**config.mk**
```make
export PLATFORM = sky130hd
export DESIGN_NAME = result_stage
export DESIGN_NICKNAME = d
export VERILOG_FILES = /design/src/source/result_stage.sv
export VERILOG_INCLUDE_DIRS = /design/src /design/src/source
export SDC_FILE = /design/constraint.sdc
export NUM_CORES = 1
export LEC_CHECK = 0
export BUFFER_PORTS_ARGS = -buffer_cell sky130_fd_sc_hd__buf_2
export CORE_UTILIZATION = 35
export DETAILED_ROUTE_END_ITERATION = 12
export PLACE_DENSITY_LB_ADDON = 0.3
export SLEW_MARGIN = 30
export SYNTH_ARGS = -nofsm -noshare
export SYNTH_HDL_FRONTEND = slang
export SYNTH_SLANG_ARGS = --single-unit
```
**constraint.sdc**
```tcl
create_clock -name clk -period 3.2 [get_ports clk]
set_clock_uncertainty 0.1 [all_clocks]
set_input_delay 0.48 -clock clk [delete_from_list [all_inputs] [get_ports clk]]
set_output_delay 0.48 -clock clk [all_outputs]
set_load 0.05 [all_outputs]
```
**src/source/acc_pipe_config.svh**
```systemverilog
`ifndef ACC_PIPE_CONFIG_SVH
`define ACC_PIPE_CONFIG_SVH

// accumulator and data path width
`define ACC_DATA_W 16

// data memory words, 8-bit address in the instruction
`define ACC_DMEM_DEPTH 256

// host credits after reset, also ingress buffer depth
`define ACC_INS_CREDITS 4

// sink credits held by the result stage after reset
`define ACC_RES_CREDITS 4

// result queue slots
`define ACC_RESQ_DEPTH 8

`endif

```
**src/source/result_stage.sv**
```systemverilog
`timescale 1ns/1ns
`default_nettype none
`include "acc_pipe_config.svh"

module result_stage (
    input  wire                     clk,
    input  wire                     rst,
    input  wire                     launch_valid,
    input  wire                     exe_valid,
    input  wire [`ACC_DATA_W-1:0]   exe_acc,
    input  wire                     exe_err,
    input  wire                     res_credit,
    output logic                    slot_free,
    output logic                    res_valid,
    output logic [`ACC_DATA_W-1:0]  res_data,
    output logic                    res_err
);

    localparam int DEPTH = `ACC_RESQ_DEPTH;
    localparam int PW    = $clog2(DEPTH);
    localparam int QW    = $clog2(DEPTH + 1);
    localparam int CW    = $clog2(`ACC_RES_CREDITS + 1);

    logic [`ACC_DATA_W-1:0] q_data [DEPTH];
    logic                   q_err  [DEPTH];
    logic [PW-1:0]          wr_ptr;
    logic [PW-1:0]          rd_ptr;
    // entries actually written
    logic [QW-1:0]          occ_cnt;
    // written plus reserved by launches still in flight
    logic [QW-1:0]          rsv_cnt;
    logic [CW-1:0]          credit_cnt;
    logic                   pop;

    // room for one more launch
    assign slot_free = rsv_cnt < QW'(DEPTH);

    // one result per cycle, only with a sink credit
    assign pop = (occ_cnt != '0) && (credit_cnt != '0);

    always_ff @(posedge clk) begin
        if (exe_valid) begin
            q_data[wr_ptr] <= exe_acc;
            q_err[wr_ptr]  <= exe_err;
        end
        if (pop) begin
            res_data <= q_data[rd_ptr];
            res_err  <= q_err[rd_ptr];
        end
    end

    always_ff @(posedge clk) begin
        if (rst) begin
            wr_ptr     <= '0;
            rd_ptr     <= '0;
            occ_cnt    <= '0;
            rsv_cnt    <= '0;
            credit_cnt <= CW'(`ACC_RES_CREDITS);
            res_valid  <= 1'b0;
        end else begin
            if (exe_valid) begin
                wr_ptr <= (wr_ptr == PW'(DEPTH - 1)) ? '0 : wr_ptr + 1'b1;
            end
            if (pop) begin
                rd_ptr <= (rd_ptr == PW'(DEPTH - 1)) ? '0 : rd_ptr + 1'b1;
            end
            occ_cnt <= occ_cnt + QW'(exe_valid) - QW'(pop);
            // slot held from launch until the result leaves
            rsv_cnt <= rsv_cnt + QW'(launch_valid) - QW'(pop);
            // sink returns at most one credit per cycle
            credit_cnt <= credit_cnt + CW'(res_credit) - CW'(pop);
            res_valid  <= pop;
        end
    end

endmodule

`default_nettype wire

```
# Word level (Yosys, flattened, before mapping)
# Memories as Yosys holds them, arrays and structs flattened. A register that Yosys moved wholly into a read port is not among the register bits.
# Index checks and enable logic that the tools add are counted.
dict set report word_totals {
  regBits 18
  ramBits 136
  in_bits 22
  out_inout_bits 19
  elab_cells 26
  memories 2
}
dict set report classes {
  addsub 8
  n_lt_le_gt_ge 1
  eq_ne 2
  mux 4
  n_reduce_logical 3
}
# memory depth word_bits read_ports rd_ports_with_merged_regs wr line
set mem_list {}
lappend mem_list {q_data 8 16 1 1 1 result_stage.sv:24} ;# logic [`ACC_DATA_W-1:0] q_data [DEPTH];
lappend mem_list {q_err 8 1 1 1 1 result_stage.sv:25} ;# logic q_err [DEPTH];
# op n
set op_table {}
lappend op_table {{4-bit by 1-bit adder with 4-bit output} 2}
lappend op_table {{4-bit by 1-bit subtractor with 4-bit output} 2}
lappend op_table {{3-bit by 1-bit adder with 3-bit output (second input constant)} 2}
lappend op_table {{3-bit equality test (second input constant)} 2}
lappend op_table {{3-bit two-way mux} 2}
lappend op_table {{4-bit < comparator (second input constant)} 1}
lappend op_table {{4-bit nonzero test} 1}
lappend op_table {{3-bit by 1-bit adder with 3-bit output} 1}
lappend op_table {{3-bit nonzero test} 1}
lappend op_table {{3-bit by 1-bit subtractor with 3-bit output} 1}
lappend op_table {{1-bit two-way mux} 2}
lappend op_table {{1-bit logical AND} 1}

# Longest topological paths before layout
# Gate-level depths: netlist of the first run.
dict set report logic_depth {
  word_depth 3
  ltp_mapped 10
  mapped_depth_nobuf 10
}

# Worst setup path before layout of the first run
# No wires, ideal clock.
dict set report synth_path {
  kind {input to register}
  start {in exe_valid}
  end {mem q_data[0][0] (netlist bit) (enable)}
  arrival_time_ns 2.039
  required_time_ns 2.687
  setup_slack_ns 0.648
  path_stages 3
  n_path_buf 1
  cell_sequence {clkbuf_1 nand2b_1 nor3_1}
}
dict set report synth_between {
  elab_chain_cells 2
}
# item line
set synth_lines {}
lappend synth_lines {{from (decl)} result_stage.sv:9} ;# input wire exe_valid,
lappend synth_lines {{1-bit two-way mux} result_stage.sv:42} ;# if (exe_valid) begin
lappend synth_lines {{1-bit two-way mux (implied by the code)} result_stage.sv:43} ;# q_data[wr_ptr] <= exe_acc;
lappend synth_lines {{to (decl)} result_stage.sv:24}
# Every way passes these cells.

# Worst setup path in the final report of the first run
dict set report layout_path {
  start {reg occ_cnt[2]}
  end {reg credit_cnt[2]}
}
dict set report layout_between {
  elab_chain_cells 3
}
# item line
set layout_lines {}
lappend layout_lines {{from (decl)} result_stage.sv:29} ;# logic [QW-1:0] occ_cnt;
lappend layout_lines {{from (signal assigned)} result_stage.sv:67} ;# occ_cnt <= occ_cnt + QW'(exe_valid) - QW'(pop);
lappend layout_lines {{4-bit nonzero test} result_stage.sv:39} ;# assign pop = (occ_cnt != '0) && (credit_cnt != '0);
lappend layout_lines {{1-bit logical AND} result_stage.sv:39}
lappend layout_lines {{3-bit by 1-bit subtractor with 3-bit output} result_stage.sv:71} ;# credit_cnt <= credit_cnt + CW'(res_credit) - CW'(pop);
lappend layout_lines {{to (signal assigned)} result_stage.sv:58} ;# credit_cnt <= CW'(`ACC_RES_CREDITS);
lappend layout_lines {{to (signal assigned)} result_stage.sv:71}
lappend layout_lines {{to (decl)} result_stage.sv:32} ;# logic [CW-1:0] credit_cnt;
# Every way passes these cells.
# A chain may end at the register's enable or synchronous reset.

==> qor.yml, run 1 <==
global_route:
  grt_overflow_total: 0
  grt_antenna_before_repair: 1
  track_usage: 0.132
  first_pass_grt_wire_length_mm: 18.5
  grt_start_max_net_pins: 35
  first_global_vias: 3344
detailed_routing:
  detail_route.wirelength_mm: 11.6
  final_antenna_net_count: 0
  first_iter_violations: 169
  drt_pre_antenna_iters: 4
  total_via_count_after_detailed_routing: 3139
  avgRoutedWirePerCell_um: 18.3
  drt-vias-per-instance: 4.94
  drc: 0
setup_path:
  crit_path_end_kind: "flop"
  max_stage_delay_ps: 610
  worst-path-buf-inv: 1
  critPathRequiredTime_ps: 3420
  crit_arrival_ps: 2840
  cp_slowest_cell: "nor3b_1"
  startpoint_type: "flop"
  cp_cell_sequence: "inv_1 > ha_1 > nor3b_1 > or3_1 > nand2_1 > ha_1 > fa_1 > xnor2_1 > xnor2_1 > nand2b_1"
  critPathKind: "flop to flop"
  critPathMaxFanout: 8
  timing.critical_path.max_delay_family: "simple AND/OR/NAND/NOR gates"
job:
  max_cap_viol_count: 0
placement:
  place.port_buffers: 40
  place_worst_setup_slack_ps: 605
  globalplace.congestion: 0.674
  dp_hpwl_mm: 7.02
floorplanning:
  die_width_um: 140
  core_area_um2: 18700
  floorplan.io_pins: 41
  starting_density_of_the_core: 0.357
  floorplan.rows: 50
  dieArea_um2: 19700
  die_y_um: 140
clocking:
  clock_tree.buffer_depth: 2
  worst_skew_pair.late_latency_ps: 420
  cts_root_buf: "clkbuf_16"
  clock_transition_at_the_registers_of_the_reported_paths_ps: 60
  cts_hold_repair.buffers: 0
  cts_tree: "done"
  cts.htree.levels: 4
  clock_sinks: 171
  cts_post_setup_buffers_inserted: 0
  number_of_buffers_added_by_the_clock_tree_synthesis_step: 17
  cts.repair.resized: 0
synthesis:
  synth_enable_flop_cells: 153
  post_synth.cell_area_avg_um2: 20.5
  synth_top_flop_cell: "edfxtp_1"
  synth.yosys.warnings: 0
  netlist_instances: 326
  synth_fp_nets: 363
  postSynthRegisterBits: 171
  post_synthesis_sequential_area_ratio: 0.741
  netlist_area_um2: 6680
  yosys.cell_types.count: 31
  asyncSetResetFlopFracSynth: 0
power:
  power-per-cell-area_nw_per_um2: 909
  peakVddDrop_v: 0.000369
  total_leakage_power_nw: 2.68
  finalPower_mw: 7.14
worst_hold_path:
  hold_class: "input pin to flop"
layout:
  mostFrequentLayoutCell: "edfxtp_1"
  layout.cells.most_common_list: "edfxtp_1 (153), buf_2 (40), mux4_2 (29)"
  area_growth_pct: 17.5
  design.final.nets: 425
  proportion_of_layout_cells_with_a_drive_suffix_above_1: 0.332
sta:
  report.final.hold_viol_count: 0
  fmaxAchievable_ghz: 0.382
  rsz_0062_raised_after_global_routing: "no"
  finalWorstPathRequiredPeriod_ps: 2620
  slew_headroom: 0.395
  final_critical_path_setup_slack_ps: 581
  tightest_slew_ps: 906
  timing.final.crit_share: 0.818
  report.final.setup_viol: 0
  slew_violations: 0
  setup_tns_ps: 0
run_status:
  status: "complete, no violations"
## final timing paths
| path | from | to | slack [ps] | cells past startpoint |
|---|---|---|---|---|
| setup / recovery | occ_cnt[2]$_SDFF_PP0_ | credit_cnt[2]$_SDFF_PP1_ | 580 | 10 |
| hold / removal | exe_acc[13] | q_data[2][13]$_DFFE_PP_ | 220 | 1 |
| setup reg to reg | occ_cnt[2]$_SDFF_PP0_ | credit_cnt[2]$_SDFF_PP1_ | 580 | 10 |
| hold reg to reg | rd_ptr[1]$_SDFFE_PP0P_ | rd_ptr[1]$_SDFFE_PP0P_ | 410 | 2 |
## cell families (layout without fill, tap and decap cells)
family                   after synthesis  after routing  share of synthesized area
AO/OA/AOI/OAI                         12             12                    0.00992
adder cells (fa/ha/maj)               15             15                     0.0314
multiplexers                          54             54                      0.154
XOR/XNOR                               6              6                    0.00786
AND/OR/NAND/NOR                       47             47                     0.0354
buffers and inverters                 21             96                     0.0202
flip-flops                           171            171                      0.741
other                                  0              1                          0
## cell usage after synthesis (all sizes together), types with 6 or more instances
cell,n,area share
edfxtp,153,0.69
xnor2,6,0.0079
mux4,34,0.12
dfxtp,18,0.054
inv,8,0.0045
mux2,17,0.032
nor2b,6,0.0056
nor2,14,0.0079
ha,12,0.022
a21oi,7,0.0052
buf,10,0.014
nand2,7,0.0039
## power by group
group	switching, mW	internal (mW)	total [mW]
logic	1.17	0.888	2.06
registers	0.166	2.76	2.92
clock network	0.787	1.37	2.15
## stage by stage
stage	cells	hold WS, ps	cell area, um2	utilization
finish	636	218	7850	0.420
global route	635	207	7850	0.420
CTS	635	204	7850	0.420
detailed placement	603	401	7230	0.386
global placement	603	382	7230	0.386
floorplan	326	403	6680	-
## final cells by class
type                    instances  area [um2]
fillers                      1620       10900
flip-flops and latches        171        4960
multi-input cells             134        1600
clock buffers                  25         485
repair buffers                 56         345
well taps                     234         293
clock inverters                 7         138
inverters                       8        30.0
diodes                          1        2.50
## flip-flops by register name, indices dropped and copies added (netlist names)
register	count
q_data	128
res_data	16
q_err	8
occ_cnt	4
rsv_cnt	4
credit_cnt	3
rd_ptr	3
wr_ptr	3
res_err	1
res_valid	1
## metal layers
metal / GRT usage / vias to the layer above / wire [um] / share of wire
met3: 0.0421 / 14 / 463 / 0.040
met5: 0 / - / 0 / 0
li1: - / 1427 / - / -
met2: 0.225 / 50 / 6030 / 0.52
met1: 0.153 / 1648 / 5000 / 0.43
met4: 0.0555 / 0 / 154 / 0.013
Power figures use the tool's default switching activity.
==> inputs of run 2 (changes only) <==
==> constraint.sdc (replaced) <==
create_clock -name clk -period 2.4 [get_ports clk]
set_clock_uncertainty 0.1 [all_clocks]
set_input_delay 0.36 -clock clk [delete_from_list [all_inputs] [get_ports clk]]
set_output_delay 0.36 -clock clk [all_outputs]
set_load 0.05 [all_outputs]
==> qor.yml, run 2 (same netlist as run 1, synthesis figures left out) <==
detailed_routing:
  detail_route.wirelength_mm: 12.3  # +5.6%
  total_via_count_after_detailed_routing: 3143  # +0.13%
  avgRoutedWirePerCell_um: 19.1  # +4.2%
  drc: 0  # unchanged
  first_iter_violations: 207  # +22%
  drt_pre_antenna_iters: 5  # +1
  drt-vias-per-instance: 4.88  # -1.1%
  final_antenna_net_count: 0  # unchanged
global_route:
  grt_overflow_total: 0  # unchanged
  first_pass_grt_wire_length_mm: 19.4  # +4.7%
  grt_antenna_before_repair: 1  # unchanged
  first_global_vias: 3465  # +3.6%
  grt_start_max_net_pins: 27  # -23%
  track_usage: 0.137  # +0.00513
sta:
  final_critical_path_setup_slack_ps: 158  # -423 ps
  slew_violations: 0  # unchanged
  tightest_slew_ps: 415  # -491 ps
  report.final.hold_viol_count: 0  # unchanged
  slew_headroom: 0.724  # +0.328
  rsz_0062_raised_after_global_routing: "no"
  finalWorstPathRequiredPeriod_ps: 2240  # -377 ps
  fmaxAchievable_ghz: 0.446  # +17%
  report.final.setup_viol: 0  # unchanged
  setup_tns_ps: 0  # unchanged
  timing.final.crit_share: 0.934  # +0.116
layout:
  layout.cells.most_common_list: "edfxtp_1 (153), buf_2 (40), mux4_2 (29)"
  fin_cells: 644  # +1.3%
  largest_register: "q_data"
  area_growth_pct: 17.8
  ff_latch_area_um2: 4960  # unchanged
  ant_diodes: 0  # -1
  biggestRegsByFlops: "q_data (128), res_data (16), q_err (8)"
  design.final.nets: 434  # +2.1%
  finalCoreUtilization: 0.421  # +0.00107
  filler_cell_count: 1632  # +0.74%
  largest_register_ffs: 128  # unchanged
  mostFrequentLayoutCell: "edfxtp_1"
  proportion_of_layout_cells_with_a_drive_suffix_above_1: 0.356  # +0.0244
  multi_input_comb_area_um2: 1610  # +0.31%
setup_path:
  critPathKind: "flop to flop"
  critPathRequiredTime_ps: 2600  # -820 ps
  crit_arrival_ps: 2440  # -400 ps
  critPathMaxFanout: 3  # -5
  startpoint_type: "flop"
  crit_path_end_kind: "flop"
floorplanning:
  core_area_um2: 18700  # unchanged
  die_width_um: 140  # unchanged
  starting_density_of_the_core: 0.357  # unchanged
  floorplan.rows: 50  # unchanged
  dieArea_um2: 19700  # unchanged
  floorplan.io_pins: 41  # unchanged
  die_y_um: 140  # unchanged
power:
  peakVddDrop_v: 0.000522  # +41%
  total_leakage_power_nw: 2.70  # +0.86%
  power-per-cell-area_nw_per_um2: 1190  # +31%
placement:
  globalplace.congestion: 0.736  # +9.2%
  placed_cells: 612  # +1.5%
  place_worst_setup_slack_ps: 154  # -451 ps
  dp_hpwl_mm: 7.75  # +10%
  place.port_buffers: 40  # unchanged
clocking:
  clock_sinks: 171  # unchanged
  cts_tree: "done"
  cts_post_setup_buffers_inserted: 0  # unchanged
  number_of_buffers_added_by_the_clock_tree_synthesis_step: 17  # unchanged
  cts_root_buf: "clkbuf_16"
  worst_skew_pair.late_latency_ps: 420  # about the same
  clock_transition_at_the_registers_of_the_reported_paths_ps: 70  # about the same
  cts.htree.levels: 4  # unchanged
  clock_tree.buffer_depth: 2  # unchanged
job:
  max_cap_viol_count: 0  # unchanged
worst_hold_path:
  hold_class: "input pin to flop"
run_status:
  status: "complete, no violations"
## run 2: cell types whose count changed in the layout (fill, tap and decap cells not counted), moves of 3 or more
cell       delta
inv_8         +3
clkbuf_1      -4
bufinv_16     -4
clkbuf_8      -3
buf_4         +8
inv_6         +4
clkinv_4      +4
## run 2: what timing repair did
action	4_1_cts	5_1_grt
setup endpoints to repair	0	1
hold endpoints to repair	0	0
hold buffers	0	0
resized for setup	0	1
## run 2: routing by layer
layer | vias to the layer above | GRT usage | wire [um] | part of all wire
met1 | 1625 | 0.166 | 5330 | 0.43
met4 | 0 | 0.0468 | 173 | 0.014
met5 | - | 0 | 0 | 0
li1 | 1451 | - | - | -
met3 | 14 | 0.0410 | 485 | 0.039
met2 | 53 | 0.233 | 6300 | 0.51
## run 2: final timing paths
check	startpoint	to	slack [ps]	cells after the start
setup / recovery	occ_cnt[2]$_SDFF_PP0_	rsv_cnt[2]$_SDFF_PP0_	160	9
hold reg to reg	rd_ptr[0]$_SDFFE_PP0P_	rd_ptr[0]$_SDFFE_PP0P_	450	2
hold / removal	exe_acc[14]	q_data[3][14]$_DFFE_PP_	100	1
setup reg to reg	occ_cnt[2]$_SDFF_PP0_	rsv_cnt[2]$_SDFF_PP0_	160	9
## run 2: final cells by class
class,instances,area share
Clock buffer,18,0.0545
Clock inverter,14,0.0167
Inverter,8,0.00381
Multi-Input combinational cell,134,0.204
Sequential cell,171,0.629
Tap cell,234,0.0372
Timing Repair Buffer,65,0.0540
## run 2: critical path, stage by stage, from the launching register on
cell and delay [ps]:
dfxtp_1 300, inv_1 70, ha_1 150, or3b_2 470
nand2_1 140, xnor2_1 80, ha_1 200, fa_1 390
xnor2_1 160, nor2_1 50
## run 2: through the flow
stage               hold WS, ps  power [mW]  cell area [um2]
floorplan                   359        6.19             6690
global placement            433        6.81             7310
detailed placement          439        6.91             7310
CTS                        81.5        9.48             7870
global route               94.2        9.83             7870
finish                      104        9.34             7870
## run 2: report_power, final
group | switching [mW] | total, mW | leakage, nW | internal, mW
sequential | 0.147 | 3.82 | 1.55 | 3.67
clock | 1.19 | 2.56 | 0.272 | 1.37
combinational | 1.69 | 2.97 | 0.876 | 1.28
total | 3.02 | 9.34 | 2.70 | 6.32
==> inputs of run 3 (changes only) <==
--- a/config.mk
+++ b/config.mk
@@ -7,10 +7,11 @@
 export NUM_CORES = 1
 export LEC_CHECK = 0
 export BUFFER_PORTS_ARGS = -buffer_cell sky130_fd_sc_hd__buf_2
+export CELL_PAD_IN_SITES_DETAIL_PLACEMENT = 0
+export CELL_PAD_IN_SITES_GLOBAL_PLACEMENT = 2
 export CORE_UTILIZATION = 35
 export DETAILED_ROUTE_END_ITERATION = 12
 export PLACE_DENSITY_LB_ADDON = 0.3
-export SLEW_MARGIN = 30
 export SYNTH_ARGS = -nofsm -noshare
 export SYNTH_HDL_FRONTEND = slang
 export SYNTH_SLANG_ARGS = --single-unit
==> qor.yml, run 3 (same netlist as run 1, synthesis figures left out) <==
sta:
  finalWorstPathRequiredPeriod_ps: 2230  # -8.62 ps
  report.final.hold_viol_count: 0  # unchanged
  tightest_slew_ps: 425  # +10.6 ps
  slew_headroom: 0.714  # -0.00926
  fmaxAchievable_ghz: 0.448  # +0.39%
  report.final.setup_viol: 0  # unchanged
  final_critical_path_setup_slack_ps: 167  # +8.62 ps
  rsz_0062_raised_after_global_routing: "no"
  slew_violations: 0  # unchanged
  timing.final.crit_share: 0.930  # -0.00359
  setup_tns_ps: 0  # unchanged
clocking:
  cts_post_setup_buffers_inserted: 0  # unchanged
  cts_hold_repair.buffers: 0  # unchanged
  clock_tree.buffer_depth: 2  # unchanged
  cts_root_buf: "clkbuf_16"
  cts.repair.resized: 1  # +1
  worst_skew_pair.late_latency_ps: 420  # about the same
  clock_sinks: 171  # unchanged
  cts.htree.levels: 4  # unchanged
  number_of_buffers_added_by_the_clock_tree_synthesis_step: 17  # unchanged
  cts_tree: "done"
  clock_transition_at_the_registers_of_the_reported_paths_ps: 70  # about the same
layout:
  mostFrequentLayoutCell: "edfxtp_1"
  proportion_of_layout_cells_with_a_drive_suffix_above_1: 0.343  # -0.0136
  layout.cells.most_common_list: "edfxtp_1 (153), buf_2 (40), mux4_2 (29)"
  largest_register: "q_data"
  biggestRegsByFlops: "q_data (128), res_data (16), q_err (8)"
  design.final.nets: 425  # -2.1%
  ant_diodes: 0  # unchanged
  largest_register_ffs: 128  # unchanged
  area_growth_pct: 17.1
floorplanning:
  dieArea_um2: 19700  # unchanged
  starting_density_of_the_core: 0.357  # unchanged
  floorplan.rows: 50  # unchanged
  die_width_um: 140  # unchanged
  die_y_um: 140  # unchanged
  floorplan.io_pins: 41  # unchanged
  core_area_um2: 18700  # unchanged
detailed_routing:
  detail_route.wirelength_mm: 11.9  # -3.1%
  final_antenna_net_count: 0  # unchanged
  avgRoutedWirePerCell_um: 18.8  # -1.6%
  drt_pre_antenna_iters: 4  # -1
  total_via_count_after_detailed_routing: 3079  # -2.0%
  drt-vias-per-instance: 4.86  # -0.49%
  first_iter_violations: 169  # -18%
  drc: 0  # unchanged
power:
  clockPowerShare: 0.281  # +0.007
  power-per-cell-area_nw_per_um2: 1200  # +1.1%
  pwr-share-comb: 0.310  # -0.008
  switching_power_mw: 2.91  # -3.5%
  peakVddDrop_v: 0.000470  # -10%
  seqPwrFrac: 0.409  # about the same
  switching_portion_of_total_power: 0.310  # -0.0129
  internal-power_mw: 6.48  # +2.5%
  total_leakage_power_nw: 2.66  # -1.5%
job:
  max_cap_viol_count: 0  # unchanged
global_route:
  track_usage: 0.133  # -0.00380
  first_global_vias: 3211  # -7.3%
  grt_antenna_before_repair: 1  # unchanged
  grt_start_max_net_pins: 37  # +37%
  grt_overflow_total: 0  # unchanged
  first_pass_grt_wire_length_mm: 18.7  # -3.6%
placement:
  place_worst_setup_slack_ps: 16.7  # -137 ps
  globalplace.congestion: 0.684  # -7.1%
  dp_hpwl_mm: 6.61  # -15%
  place.port_buffers: 40  # unchanged
worst_hold_path:
  hold_class: "input pin to flop"
setup_path:
  crit_arrival_ps: 2430  # about the same
  critPathKind: "flop to flop"
  crit_path_end_kind: "flop"
  startpoint_type: "flop"
  critPathRequiredTime_ps: 2600  # about the same
  critPathMaxFanout: 3  # unchanged
run_status:
  status: "complete, no violations"
run 3: cell count changes in the layout (fill, tap and decap cells not counted), sizes merged:
cell / change
clkinvlp: +1
bufinv: +2
inv: -4
buf: -9
run 3: worst paths after layout:
path | start | endpoint | slack [ps] | cells past startpoint
hold / removal | exe_acc[3] | q_data[2][3]$_DFFE_PP_ | 110 | 1
setup reg to reg | occ_cnt[2]$_SDFF_PP0_ | rsv_cnt[2]$_SDFF_PP0_ | 170 | 9
hold reg to reg | rd_ptr[2]$_SDFFE_PP0P_ | rd_ptr[2]$_SDFFE_PP0P_ | 450 | 2
setup / recovery | occ_cnt[2]$_SDFF_PP0_ | rsv_cnt[2]$_SDFF_PP0_ | 170 | 9
run 3: layer usage:
layer / vias up / wire [um] / track usage / share of wire
li1: 1425 / - / - / -
met4: 2 / 155 / 0.0538 / 0.013
met5: - / 12 / 0 / 0.0010
met2: 39 / 5900 / 0.212 / 0.50
met3: 14 / 316 / 0.0397 / 0.027
met1: 1599 / 5520 / 0.171 / 0.46
run 3: area by class of cell:
type / instances / area (um2)
Timing Repair Buffer: 56 / 370
Multi-Input combinational cell: 134 / 1610
Inverter: 8 / 30.0
Clock inverter: 13 / 143
Clock buffer: 18 / 429
Fill cell: 1624 / 10900
Tap cell: 234 / 293
Sequential cell: 171 / 4960
run 3: worst max-delay path: stages (launching register included):
cell	delay, ps
dfxtp_1	300
inv_1	70
ha_1	160
or3b_2	480
nand2_1	130
xnor2_1	80
ha_1	210
fa_1	390
xnor2_1	170
nor2_1	50
run 3: power by group through the flow:
stage          Clock (mW)  Combinational, mW  Sequential, mW
4_1_cts              2.71               2.99            3.85
5_1_grt              2.84               3.19            3.88
2_1_floorplan           0               1.78            4.42
3_5_place_dp            0               2.98            3.91
3_3_place_gp            0               2.92            3.91
6_report             2.64               2.91            3.84
run 3: stage by stage:
step	std cells	area (um2)	total power [mW]	hold slack (ps)	utilization
5_1_grt	634	7830	9.91	97.1	0.419
3_3_place_gp	603	7250	6.84	428	0.388
6_report	634	7830	9.39	108	0.419
4_1_cts	634	7830	9.55	89.2	0.419
3_5_place_dp	603	7250	6.89	441	0.388
2_1_floorplan	326	6690	6.19	359	-
